$ cat config.mk
export PLATFORM = sky130hd
export DESIGN_NAME = motion_top
export DESIGN_NICKNAME = d
export VERILOG_FILES = /design/src/design/motion_pkg.sv /design/src/design/cmd_pkg.sv /design/src/design/command_decoder.sv /design/src/design/dda_axis.sv /design/src/design/dda_tick_divider.sv /design/src/design/motion_top.sv /design/src/design/move_sequencer.sv /design/src/design/move_slot_buffer.sv
export SDC_FILE = /design/constraint.sdc
export NUM_CORES = 1
export LEC_CHECK = 0
export BUFFER_PORTS_ARGS = -buffer_cell sky130_fd_sc_hd__buf_2
export CAP_MARGIN = 25
export CORE_UTILIZATION = 56
export CTS_CLUSTER_SIZE = 24
export DETAILED_ROUTE_END_ITERATION = 12
export GPL_TIMING_DRIVEN = 0
export PLACE_DENSITY = 0.76
export SETUP_SLACK_MARGIN = 0.1
export SLEW_MARGIN = 40
export SYNTH_ARGS = -nofsm -noshare
export SYNTH_HDL_FRONTEND = slang
export SYNTH_SLANG_ARGS = --single-unit
$ cat constraint.sdc
create_clock -name CLK -period 4.9 [get_ports CLK]
set_input_delay 0.245 -clock CLK [delete_from_list [all_inputs] [get_ports CLK]]
set_output_delay 0.245 -clock CLK [all_outputs]
set_load 0.005 [all_outputs]
$ cat src/design/motion_pkg.sv
// Motion core definitions
`default_nettype none

package motion_pkg;

  localparam int num_motors    = 2;
  localparam int dda_bits      = 64;  // Accumulator and increment width
  localparam int duration_bits = 32;  // Move length in DDA ticks
  localparam int buffer_slots  = 2;
  localparam int step_bit      = 32;  // Fixed-point boundary of the accumulator
  localparam int divisor_bits  = 8;

  localparam logic [divisor_bits-1:0] default_divisor = 8'd32;

  typedef logic [$clog2(buffer_slots)-1:0] slot_idx_t;

  // Move header held per slot
  typedef struct packed {
    logic [duration_bits-1:0] duration;
    logic [num_motors-1:0]    dir;
  } move_hdr_t;

  // Second-order DDA parameters for every motor
  typedef struct packed {
    logic [num_motors-1:0][dda_bits-1:0] increment;
    logic [num_motors-1:0][dda_bits-1:0] incrementincrement;
  } axis_param_t;

endpackage

`default_nettype wire

$ cat src/design/cmd_pkg.sv
// Host command encodings
`default_nettype none

package cmd_pkg;

  localparam int word_bits  = 64;

  // Opcode sits in the top byte of a header word
  localparam int opcode_msb = 63;
  localparam int opcode_lsb = 56;

  localparam logic [7:0] cmd_coordinated_step = 8'h01;
  localparam logic [7:0] cmd_motor_enable     = 8'h0a;
  localparam logic [7:0] cmd_motor_brake      = 8'h0b;
  localparam logic [7:0] cmd_clk_divisor      = 8'h20;
  localparam logic [7:0] cmd_api_version      = 8'hfe;

  // API version reported to the host
  localparam logic [7:0] version_major = 8'd1;
  localparam logic [7:0] version_minor = 8'd4;
  localparam logic [7:0] version_patch = 8'd2;
  localparam logic [7:0] version_devel = 8'd0;

  // Duration word, then increment and incrementincrement per motor
  localparam int move_words = 1 + 2 * motion_pkg::num_motors;

endpackage

`default_nettype wire

$ cat src/design/command_decoder.sv
// Host command decoder
`default_nettype none
`timescale 1ns/100ps

module command_decoder import motion_pkg::*, cmd_pkg::*; (
  input  logic                    CLK,
  input  logic                    resetn,
  input  logic [word_bits-1:0]    word_data_received,
  input  logic                    word_received,
  output logic [word_bits-1:0]    word_send_data,
  output logic [num_motors-1:0]   enable,
  output logic [num_motors-1:0]   brake,
  output logic [divisor_bits-1:0] divisor,
  output move_hdr_t               hdr_wdata,
  output axis_param_t             axis_wdata,
  output slot_idx_t               write_slot,
  output logic                    slot_commit
);

  logic       word_rcv_q;
  logic       word_rcv_qq;
  logic       word_rise;
  logic [7:0] message_header;
  logic [7:0] word_count;
  logic [7:0] opcode;
  logic       awaiting_more_words;
  logic       last_word;

  // Strobe is sampled once, then delayed once more for the edge
  assign word_rise = word_rcv_q & ~word_rcv_qq;
  assign opcode    = word_data_received[opcode_msb:opcode_lsb];

  assign awaiting_more_words = (message_header == cmd_coordinated_step) |
                               (message_header == cmd_api_version);

  assign last_word = word_rise && (message_header == cmd_coordinated_step) &&
                     (word_count == 8'(move_words));

  // Control registers, message state and reply word
  always_ff @(posedge CLK) begin
    if (resetn) begin
      word_rcv_q     <= 1'b0;
      word_rcv_qq    <= 1'b0;
      message_header <= 8'd0;
      word_count     <= 8'd0;
      enable         <= '0;
      brake          <= '0;
      divisor        <= default_divisor;
      word_send_data <= '0;
      write_slot     <= '0;
      slot_commit    <= 1'b0;
    end else begin
      word_rcv_q  <= word_received;
      word_rcv_qq <= word_rcv_q;
      slot_commit <= last_word;  // Payload is complete one cycle later

      if (slot_commit)
        write_slot <= write_slot + 1'b1;

      if (word_rise) begin
        word_send_data <= '0;  // Reply is zero unless set below

        if (!awaiting_more_words) begin
          message_header <= opcode;
          word_count     <= 8'd1;
          case (opcode)
            cmd_motor_enable: enable  <= word_data_received[num_motors-1:0];
            cmd_motor_brake:  brake   <= word_data_received[num_motors-1:0];
            cmd_clk_divisor:  divisor <= word_data_received[divisor_bits-1:0];
            cmd_api_version: begin
              word_send_data <= {{(word_bits-32){1'b0}}, version_devel,
                                 version_major, version_minor, version_patch};
            end
            default: ;
          endcase
        end else begin
          word_count <= word_count + 8'd1;
          // Message ends after the last move word or the version filler
          if (last_word || message_header != cmd_coordinated_step) begin
            message_header <= 8'd0;
            word_count     <= 8'd0;
          end
        end
      end
    end
  end

  // Move payload assembled word by word
  always_ff @(posedge CLK) begin
    if (word_rise) begin
      if (!awaiting_more_words) begin
        if (opcode == cmd_coordinated_step)
          hdr_wdata.dir <= word_data_received[num_motors-1:0];
      end else if (message_header == cmd_coordinated_step) begin
        if (word_count == 8'd1)
          hdr_wdata.duration <= word_data_received[duration_bits-1:0];
        for (int m = 0; m < num_motors; m++) begin
          if (word_count == 8'(2 + 2 * m))
            axis_wdata.increment[m] <= word_data_received[dda_bits-1:0];
          if (word_count == 8'(3 + 2 * m))
            axis_wdata.incrementincrement[m] <= word_data_received[dda_bits-1:0];
        end
      end
    end
  end

endmodule

`default_nettype wire

$ cat src/design/dda_axis.sv
// Second-order DDA axis
`default_nettype none
`timescale 1ns/100ps

module dda_axis import motion_pkg::*; (
  input  logic                CLK,
  input  logic                resetn,
  input  logic                dda_tick,
  input  logic                load_move,
  input  logic                executing,
  input  logic [dda_bits-1:0] increment,
  input  logic [dda_bits-1:0] incrementincrement,
  output logic                step
);

  logic signed [dda_bits-1:0] accum;
  logic signed [dda_bits-1:0] rate;   // Running increment
  logic signed [dda_bits-1:0] accum_next;

  assign accum_next = accum + rate;

  always_ff @(posedge CLK) begin
    if (resetn) begin
      accum <= '0;
      rate  <= '0;
      step  <= 1'b0;
    end else begin
      step <= 1'b0;
      if (load_move) begin
        accum <= '0;
        rate  <= increment;  // Run slot already points at the new move
      end else if (executing && dda_tick) begin
        accum <= accum_next;
        rate  <= rate + incrementincrement;
        // A change of the boundary bit is one step
        step  <= accum_next[step_bit] ^ accum[step_bit];
      end
    end
  end

endmodule

`default_nettype wire

$ cat src/design/dda_tick_divider.sv
// DDA tick divider
`default_nettype none
`timescale 1ns/100ps

module dda_tick_divider import motion_pkg::*; (
  input  logic                    CLK,
  input  logic                    resetn,
  input  logic [divisor_bits-1:0] divisor,
  output logic                    dda_tick
);

  logic [divisor_bits-1:0] count;
  logic [divisor_bits-1:0] reload;

  // Shortest period is two cycles
  assign reload = (divisor < 2) ? divisor_bits'(2) : divisor;

  always_ff @(posedge CLK) begin
    if (resetn) begin
      count    <= '0;
      dda_tick <= 1'b0;
    end else if (count == '0) begin
      count    <= reload - 1'b1;  // New divisor taken at wrap
      dda_tick <= 1'b1;
    end else begin
      count    <= count - 1'b1;
      dda_tick <= 1'b0;
    end
  end

endmodule

`default_nettype wire

$ cat src/design/motion_top.sv
// Motion controller core
`default_nettype none
`timescale 1ns/100ps

module motion_top import motion_pkg::*, cmd_pkg::*; (
  input  wire                   CLK,
  input  wire                   resetn,
  input  wire [word_bits-1:0]   word_data_received,
  input  wire                   word_received,
  output wire [word_bits-1:0]   word_send_data,
  output wire                   buffer_dtr,
  output wire                   move_done,
  output wire [num_motors-1:0]  step,
  output wire [num_motors-1:0]  dir,
  output wire [num_motors-1:0]  enable,
  output wire [num_motors-1:0]  brake
);

  logic [divisor_bits-1:0] divisor;
  move_hdr_t               hdr_wdata;
  move_hdr_t               hdr_rdata;
  axis_param_t             axis_wdata;
  axis_param_t             axis_rdata;
  slot_idx_t               write_slot;
  slot_idx_t               run_slot;
  logic                    slot_commit;
  logic                    dda_tick;
  logic                    load_move;
  logic                    executing;

  command_decoder u_command_decoder (
    .CLK                (CLK),
    .resetn             (resetn),
    .word_data_received (word_data_received),
    .word_received      (word_received),
    .word_send_data     (word_send_data),
    .enable             (enable),
    .brake              (brake),
    .divisor            (divisor),
    .hdr_wdata          (hdr_wdata),
    .axis_wdata         (axis_wdata),
    .write_slot         (write_slot),
    .slot_commit        (slot_commit)
  );

  // Duration and dir per slot
  move_slot_buffer #(.payload_t(move_hdr_t)) u_hdr_buffer (
    .CLK     (CLK),
    .resetn  (resetn),
    .wr_en   (slot_commit),
    .wr_slot (write_slot),
    .wr_data (hdr_wdata),
    .rd_slot (run_slot),
    .rd_data (hdr_rdata)
  );

  move_slot_buffer #(.payload_t(axis_param_t)) u_axis_buffer (
    .CLK     (CLK),
    .resetn  (resetn),
    .wr_en   (slot_commit),
    .wr_slot (write_slot),
    .wr_data (axis_wdata),
    .rd_slot (run_slot),
    .rd_data (axis_rdata)
  );

  dda_tick_divider u_dda_tick_divider (
    .CLK      (CLK),
    .resetn   (resetn),
    .divisor  (divisor),
    .dda_tick (dda_tick)
  );

  move_sequencer u_move_sequencer (
    .CLK         (CLK),
    .resetn      (resetn),
    .dda_tick    (dda_tick),
    .slot_commit (slot_commit),
    .write_slot  (write_slot),
    .duration    (hdr_rdata.duration),
    .run_slot    (run_slot),
    .load_move   (load_move),
    .executing   (executing),
    .move_done   (move_done),
    .buffer_dtr  (buffer_dtr)
  );

  assign dir = hdr_rdata.dir;  // Follows the running slot

  for (genvar i = 0; i < num_motors; i++) begin : g_axis
    dda_axis u_dda_axis (
      .CLK                (CLK),
      .resetn             (resetn),
      .dda_tick           (dda_tick),
      .load_move          (load_move),
      .executing          (executing),
      .increment          (axis_rdata.increment[i]),
      .incrementincrement (axis_rdata.incrementincrement[i]),
      .step               (step[i])
    );
  end

endmodule

`default_nettype wire

$ cat src/design/move_sequencer.sv
// Move sequencer
`default_nettype none
`timescale 1ns/100ps

module move_sequencer import motion_pkg::*; (
  input  logic                     CLK,
  input  logic                     resetn,
  input  logic                     dda_tick,
  input  logic                     slot_commit,
  input  slot_idx_t                write_slot,
  input  logic [duration_bits-1:0] duration,
  output slot_idx_t                run_slot,
  output logic                     load_move,
  output logic                     executing,
  output logic                     move_done,
  output logic                     buffer_dtr
);

  logic [buffer_slots-1:0]  commit_tgl;  // Flipped by the decoder side
  logic [buffer_slots-1:0]  done_tgl;    // Flipped on completion
  logic [buffer_slots-1:0]  ready;
  logic [duration_bits-1:0] tick_count;
  logic [duration_bits-1:0] tick_next;
  logic                     final_tick;
  slot_idx_t                next_slot;
  logic                     start;

  assign ready      = commit_tgl ^ done_tgl;
  assign buffer_dtr = ~ready[write_slot];

  assign tick_next  = tick_count + 1'b1;
  assign final_tick = executing && dda_tick && (tick_next >= duration);

  // Final tick of one move doubles as the start of the next
  assign next_slot = final_tick ? slot_idx_t'(run_slot + 1'b1) : run_slot;
  assign start     = dda_tick && (!executing || final_tick) && ready[next_slot];

  always_ff @(posedge CLK) begin
    if (resetn) begin
      commit_tgl <= '0;
      done_tgl   <= '0;
      run_slot   <= '0;
      executing  <= 1'b0;
      tick_count <= '0;
      load_move  <= 1'b0;
      move_done  <= 1'b0;
    end else begin
      load_move <= start;
      move_done <= final_tick;

      if (slot_commit)
        commit_tgl[write_slot] <= ~commit_tgl[write_slot];

      if (final_tick) begin
        done_tgl[run_slot] <= ~done_tgl[run_slot];  // Frees the slot
        run_slot           <= run_slot + 1'b1;
      end

      if (start) begin
        executing  <= 1'b1;
        tick_count <= '0;
      end else if (final_tick) begin
        executing <= 1'b0;
      end else if (executing && dda_tick) begin
        tick_count <= tick_next;
      end
    end
  end

endmodule

`default_nettype wire

$ cat src/design/move_slot_buffer.sv
// Move slot store
`default_nettype none
`timescale 1ns/100ps

module move_slot_buffer import motion_pkg::*; #(
  parameter type payload_t = logic
) (
  input  logic      CLK,
  input  logic      resetn,
  input  logic      wr_en,
  input  slot_idx_t wr_slot,
  input  payload_t  wr_data,
  input  slot_idx_t rd_slot,
  output payload_t  rd_data
);

  payload_t slots [buffer_slots];

  always_ff @(posedge CLK) begin
    if (resetn) begin
      for (int i = 0; i < buffer_slots; i++) begin
        slots[i] <= '0;
      end
    end else if (wr_en) begin
      slots[wr_slot] <= wr_data;  // One whole move per commit
    end
  end

  // Executing slot seen without delay
  assign rd_data = slots[rd_slot];

endmodule

`default_nettype wire

Word-level counts from Yosys, hierarchy flattened
Memories as Yosys holds them, arrays and structs flattened. A register that Yosys moved wholly into a read port is not among the register bits.
Cells that the tools add are included.
{ "op_classes": {"bitwise": 12, "order_cmp": 7, "reduce_logical": 30, "addsub": 10, "n_mux": 43, "eq_ne": 14} }
{ "ops": {"columns": ["op", "n"], "rows": [
  ["64-bit two-way mux", 5],
  ["64-bit adder", 4],
  ["256-bit two-way mux", 1],
  ["256-bit OR reduction", 1],
  ["8-bit two-way mux", 6],
  ["34-bit two-way mux", 1],
  ["34-bit OR reduction", 1],
  ["32-bit by 1-bit adder with 32-bit output (second input constant)", 1],
  ["32-bit greater-or-equal comparator", 1],
  ["1-bit two-way mux", 25],
  ["8-bit by 1-bit equality test with 1-bit output (second input constant)", 3],
  ["4-bit AND reduction", 5],
  ["17-bit two-way mux", 1],
  ["8-bit by 2-bit equality test with 1-bit output (second input constant)", 2],
  ["8-bit by 3-bit equality test with 1-bit output (second input constant)", 2],
  ["8-bit by 4-bit equality test with 1-bit output (second input constant)", 2],
  ["8-bit equality test (second input constant)", 2],
  ["8-bit by 1-bit subtractor with 8-bit output (second input constant)", 2],
  ["3-bit AND reduction", 4],
  ["8-bit by 1-bit adder with 8-bit output (second input constant)", 1],
  ["8-bit by 6-bit equality test with 1-bit output (second input constant)", 1],
  ["1-bit logical AND", 8],
  ["8-bit zero test", 1],
  ["8-bit by 2-bit < comparator with 1-bit output (second input constant)", 1],
  ["other kinds (18)", 35]
]} }
{ "word_totals": {"wordCells": 149, "out_inout_bits": 74, "regBits": 693, "in_bits": 67, "ram_bits": 580, "memories": 2} }
{ "mem_list": {"columns": ["name", "depth", "word_bits", "read_ports", "rd_clocked_by_memory_dff", "write_ports", "line_no", "source"], "rows": [
  ["u_axis_buffer.slots", 2, 256, 1, 1, 2, "move_slot_buffer.sv:17", "payload_t slots [buffer_slots];"],
  ["u_hdr_buffer.slots", 2, 34, 1, 1, 2, "move_slot_buffer.sv:17", null]
]} }

Depth between registers and ports, before layout
{ "logic_depth": {"depth_word": 8, "mapped_depth": 25, "mapped_depth_nobuf": 24} }

Hierarchy
Synthesis repeated with hierarchy kept, for this count alone.
{ "hier_totals": {"cells_unflattened": 4202, "hier_area_um2": 51490.6} }
{ "by_module_without_submodules": {"columns": ["module", "seq_area_each_um2", "cells_per_inst", "area_each_um2", "n_inst"], "rows": [
  ["move_slot_buffer at u_axis_buffer", 15374.7, 1398, 22059.9, 1],
  ["command_decoder", 9369.0, 543, 10824.1, 1],
  ["dda_axis at g_axis[1].u_dda_axis", 1321.3, 846, 6169.7, 1],
  ["dda_axis at g_axis[0].u_dda_axis", 1321.3, 783, 5843.1, 1],
  ["move_sequencer", 800.8, 378, 3015.4, 1],
  ["move_slot_buffer at u_hdr_buffer", 2042.0, 189, 2999.1, 1],
  ["dda_tick_divider", 180.2, 65, 579.3, 1]
]} }

Least setup slack after synthesis
No wires, ideal clock.
{ "synth_timing": {"path_kind": "register -> register", "startpoint": "register u_move_sequencer.run_slot", "endpoint": "register u_move_sequencer.tick_count[0]", "arrival_time_ps": 4664, "stages_incl_launch_ff": 22, "setup_time_ps": 128, "n_path_buf": 5, "slack_ps": 109, "t_required_ps": 4772, "cell_sequence": "dfxtp_1 -> clkbuf_1 -> clkbuf_1 -> buf_1 -> buf_1 -> mux2i_1 -> ha_1 -> a21o_1 -> a21o_1 -> a21oi_1 -> o21ai_0 -> a211o_1 -> nand2_1 -> and2_1 -> o31a_1 -> inv_1 -> ha_1 -> o21ai_0 -> nand2_1 -> o21bai_1 -> clkbuf_1 -> nor2_1"} }
{ "synth_between": {"elab_chain_len": 6} }
{ "synth_rtl": {"columns": ["element", "line_no", "source"], "rows": [
  ["from (decl)", "move_sequencer.sv:12", "output slot_idx_t run_slot,"],
  ["from (signal assigned)", "move_sequencer.sv:56", "run_slot <= run_slot + 1'b1;"],
  ["1-bit adder", "move_sequencer.sv:35", "assign next_slot = final_tick ? slot_idx_t'(run_slot + 1'b1) : run_slot;"],
  ["1-bit two-way mux (*)", null, null],
  ["1-bit two-way mux (not written as such) (*) (2 in series)", "move_sequencer.sv:36", "assign start = dda_tick && (!executing || final_tick) && ready[next_slot];"],
  ["1-bit logical AND (*)", "move_sequencer.sv:36", null],
  ["2-bit OR reduction (no source line) (*)", null, null],
  ["to (signal assigned)", "move_sequencer.sv:65", "tick_count <= tick_next;"],
  ["to (decl)", "move_sequencer.sv:22", "logic [duration_bits-1:0] tick_count;"]
]} }
Mark *: on every way between the ends. The rest lies on a longest branch, timed or not. The select of a mux whose other input is x is not followed.
A chain may end at the register's enable or synchronous reset.

Final worst setup path
{ "layout_timing": {"startpoint": "register u_move_sequencer.run_slot", "endpoint": "register u_move_sequencer.tick_count[2]"} }
Same word-level chain as after synthesis.

==> reports/results.ini <==
[clocking]
path_clk_slew_ps = 60
clock_latency_ps = 630
htree_levels = 3
cts_tree = done
ctsLongestPathBuffers = 3
cts_root_buf = clkbuf_16
clock-sinks = 712
numCtsBuffers = 76

[final_layout]
layout.nets = 3579
finalInstanceArea_um2 = 40500
final_cells = 4241
area_growth_pct = 15.4
layout_commonest_cell = edfxtp_1
mostFrequentLayoutCells = edfxtp_1 (498), and2_1 (338), dfxtp_1 (208), a21oi_1 (204), nand2_1 (189)
drive_gt1_share_pct = 13.8

[setup_path]
reg2reg_from = u_move_sequencer.run_slot$_SDFF_PP0_
worstPathRequired_ps = 5410
start_kind = register
reg2reg_slack_ps = 100
critPathLaunch = u_move_sequencer.run_slot$_SDFF_PP0_
crit_arrival_ps = 5310
crit_fanout = 10
critPathKind = reg -> reg
endpoint_kind = register

[synthesis]
syn_inst = 3066
synth_edf_count = 498
synth_area_leader_cell = edfxtp_1
ys_seq_area_share_pct = 54.8
ys.warnings.count = 0
ys_ff_latch = 712
synth_top_cell_area_share_pct = 42.6
synth.distinct_cells = 81
avgSynthCellArea_um2 = 11.5
ys_async_sr_fraction_pct = 0
synth_area_leaders = edfxtp_1 (43%), dfxtp_1 (12%), and2_1 (6.0%), ha_1 (6.0%), xnor2_1 (3.2%)
syn_area_um2 = 35100
ys.flop_type = edfxtp_1

[grt]
grt_max_degree = 39
grt_pass1_vias = 24700
grt_pass1_wl_um = 144000
antenna_found_initial = 4
grt_use_total_pct = 30.2
grt-ovfl-total = 0

[routing]
wire_per_inst_um = 22.8
ant_nets = 0
drt_iter0_drc = 2175
via_count = 25200
routed_via_density = 5.94
drt_wl_total_um = 96600
drc = 0
first_pass_iters = 6

[placed_design]
detailed_place_hpwl_um = 68600
place_inst = 4044
gp_congestion = 0.989
dp_slack_ps = -1540
port_buffers = 56
place_area_um2 = 37100

[worst_hold_path]
holdCritStartpoint = word_data_received[5]
hold_path.class = in -> reg

[floorplanning]
num_io_pins = 141
row_count = 91
die_w_um = 252
core-area_um2 = 61800
die_h_um = 252
initial_utilization_pct = 56.8
die-area_um2 = 63800

[power]
powerDensity_nw_per_um2 = 323
vdd.ir_drop.worst_v = 0.000365
leakagePower_nw = 15.9

[sta]
skew_ps = 25.0
slew_headroom_pct = 38.6
final_hold_viol_count = 0
finalSetupViolCount = 0
period_needed_ps = 4800
finalMaxSlewViolations = 0
fin_crit_sh_pct = 97.9
setup_ws_ps = 102
rsz0062_at_grt = yes
max_freq_mhz = 208
hold_ws_ps = 18.6
tightest_slew_ps = 921

[job]
max_cap_violations = 0

[status]
outcome = complete, no violations

power by group:
part / internal [mW] / switching (mW)
Sequential: 6.53 / 0.0439
Combinational: 0.186 / 0.318
Clock: 3.58 / 2.44
Total: 10.3 / 2.80
cells in the mapped netlist (40+ instances only):
| master | n |
|---|---|
| ha_1 | 168 |
| nand2_1 | 191 |
| and2_1 | 338 |
| dfxtp_1 | 214 |
| clkbuf_1 | 108 |
| buf_4 | 66 |
| mux2i_1 | 103 |
| xor2_1 | 49 |
| o21ai_0 | 69 |
| a211oi_1 | 75 |
| inv_1 | 57 |
| nor2_1 | 180 |
| xnor2_1 | 128 |
| nor3_1 | 40 |
| edfxtp_1 | 498 |
| mux2_2 | 77 |
| a21o_1 | 93 |
| a21oi_1 | 207 |
| nand3_1 | 49 |
stage by stage:
step / total power, mW / setup TNS (ps) / util, %
after floorplan: 6.98 / 0 / -
after detailed placement: 7.16 / -69880 / 60.0
after CTS: 13.1 / 0 / 65.4
after global routing: 13.4 / 0 / 65.6
final: 13.1 / 0 / 65.6
after global placement: 7.16 / -1078130 / 59.3
per-layer routing:
| layer | track usage, % | wire, µm | vias up |
|---|---|---|---|
| met5 | 0 | 11 | - |
| met4 | 15.7 | 4990 | 2 |
| met3 | 4.15 | 7940 | 250 |
| met2 | 49.8 | 45700 | 1073 |
| met1 | 39.0 | 37900 | 12300 |
| li1 | - | - | 11600 |
path summary, 6_finish.rpt:
| path | end | cells after the start |
|---|---|---|
| hold / removal | u_command_decoder.axis_wdata[5]$_DFFE_PP_ | 1 |
| setup / recovery | u_move_sequencer.tick_count[2]$_SDFFE_PP0P_ | 24 |
| hold reg to reg | g_axis[0].u_dda_axis.accum[3]$_SDFFE_PP0P_ | 2 |
| setup reg to reg | u_move_sequencer.tick_count[2]$_SDFFE_PP0P_ | 24 |
kinds of logic after synthesis:
family	count (synthesis)	synth area share (%)
compound gates	612	11.5
xor+xnor	177	4.41
fa+ha+maj	172	6.21
buf+inv	260	3.49
other cells	1	0.0107
flops	712	54.8
simple gates	952	14.2
mux	180	5.40
registers in the layout (all words and copies together), names as in the netlist, 2 cells and up:
register,cells
g_axis.u_dda_axis.accum,64
g_axis.u_dda_axis.rate,66
g_axis.u_dda_axis.step,2
u_axis_buffer.slots,264
u_command_decoder.axis_wdata,132
u_command_decoder.brake,2
u_command_decoder.divisor,8
u_command_decoder.enable,2
u_command_decoder.hdr_wdata,34
u_command_decoder.message_header,8
u_command_decoder.word_count,8
u_dda_tick_divider.count,8
u_hdr_buffer.slots,68
u_move_sequencer.commit_tgl,2
u_move_sequencer.done_tgl,2
u_move_sequencer.tick_count,32
what timing repair did:
action / 4_1_cts / 5_1_grt
gates cloned: 3 / 0
setup buffers: 17 / 5
endpoints found under the hold margin: 104 / 0
resized for setup: 62 / 26
pin swaps: 10 / 4
setup endpoints to repair: 80 / 46
hold buffers: 30 / 0
area by class of cell:
cell class | count | area [µm²]
tap | 837 | 1050
timing repair buffer | 136 | 1150
inverter | 57 | 214
sequential | 712 | 19300
multi-input combinational | 2154 | 15200
buffer | 203 | 1110
clock inverter | 41 | 504
antenna | 1 | 2.50
clock buffer | 100 | 2100
fill | 4523 | 21300
critical path, stage by stage (launching register included):
cell and delay (ps):
dfxtp_1 360, buf_2 270, clkbuf_8 250, buf_4 280
mux2_2 400, ha_1 270, nand2b_1 140, a21o_1 170
a21o_1 170, a21oi_1 170, o21ai_0 150, a211o_1 320
nand2_1 90, and2_1 270, o31a_1 270, inv_2 80
ha_4 290, nand2_2 50, o21ai_2 60, nand2_2 90
o21bai_4 150, buf_12 150, buf_6 90, buf_4 100
nor2_1 40
Note: power is estimated with default switching activity, not from simulation.
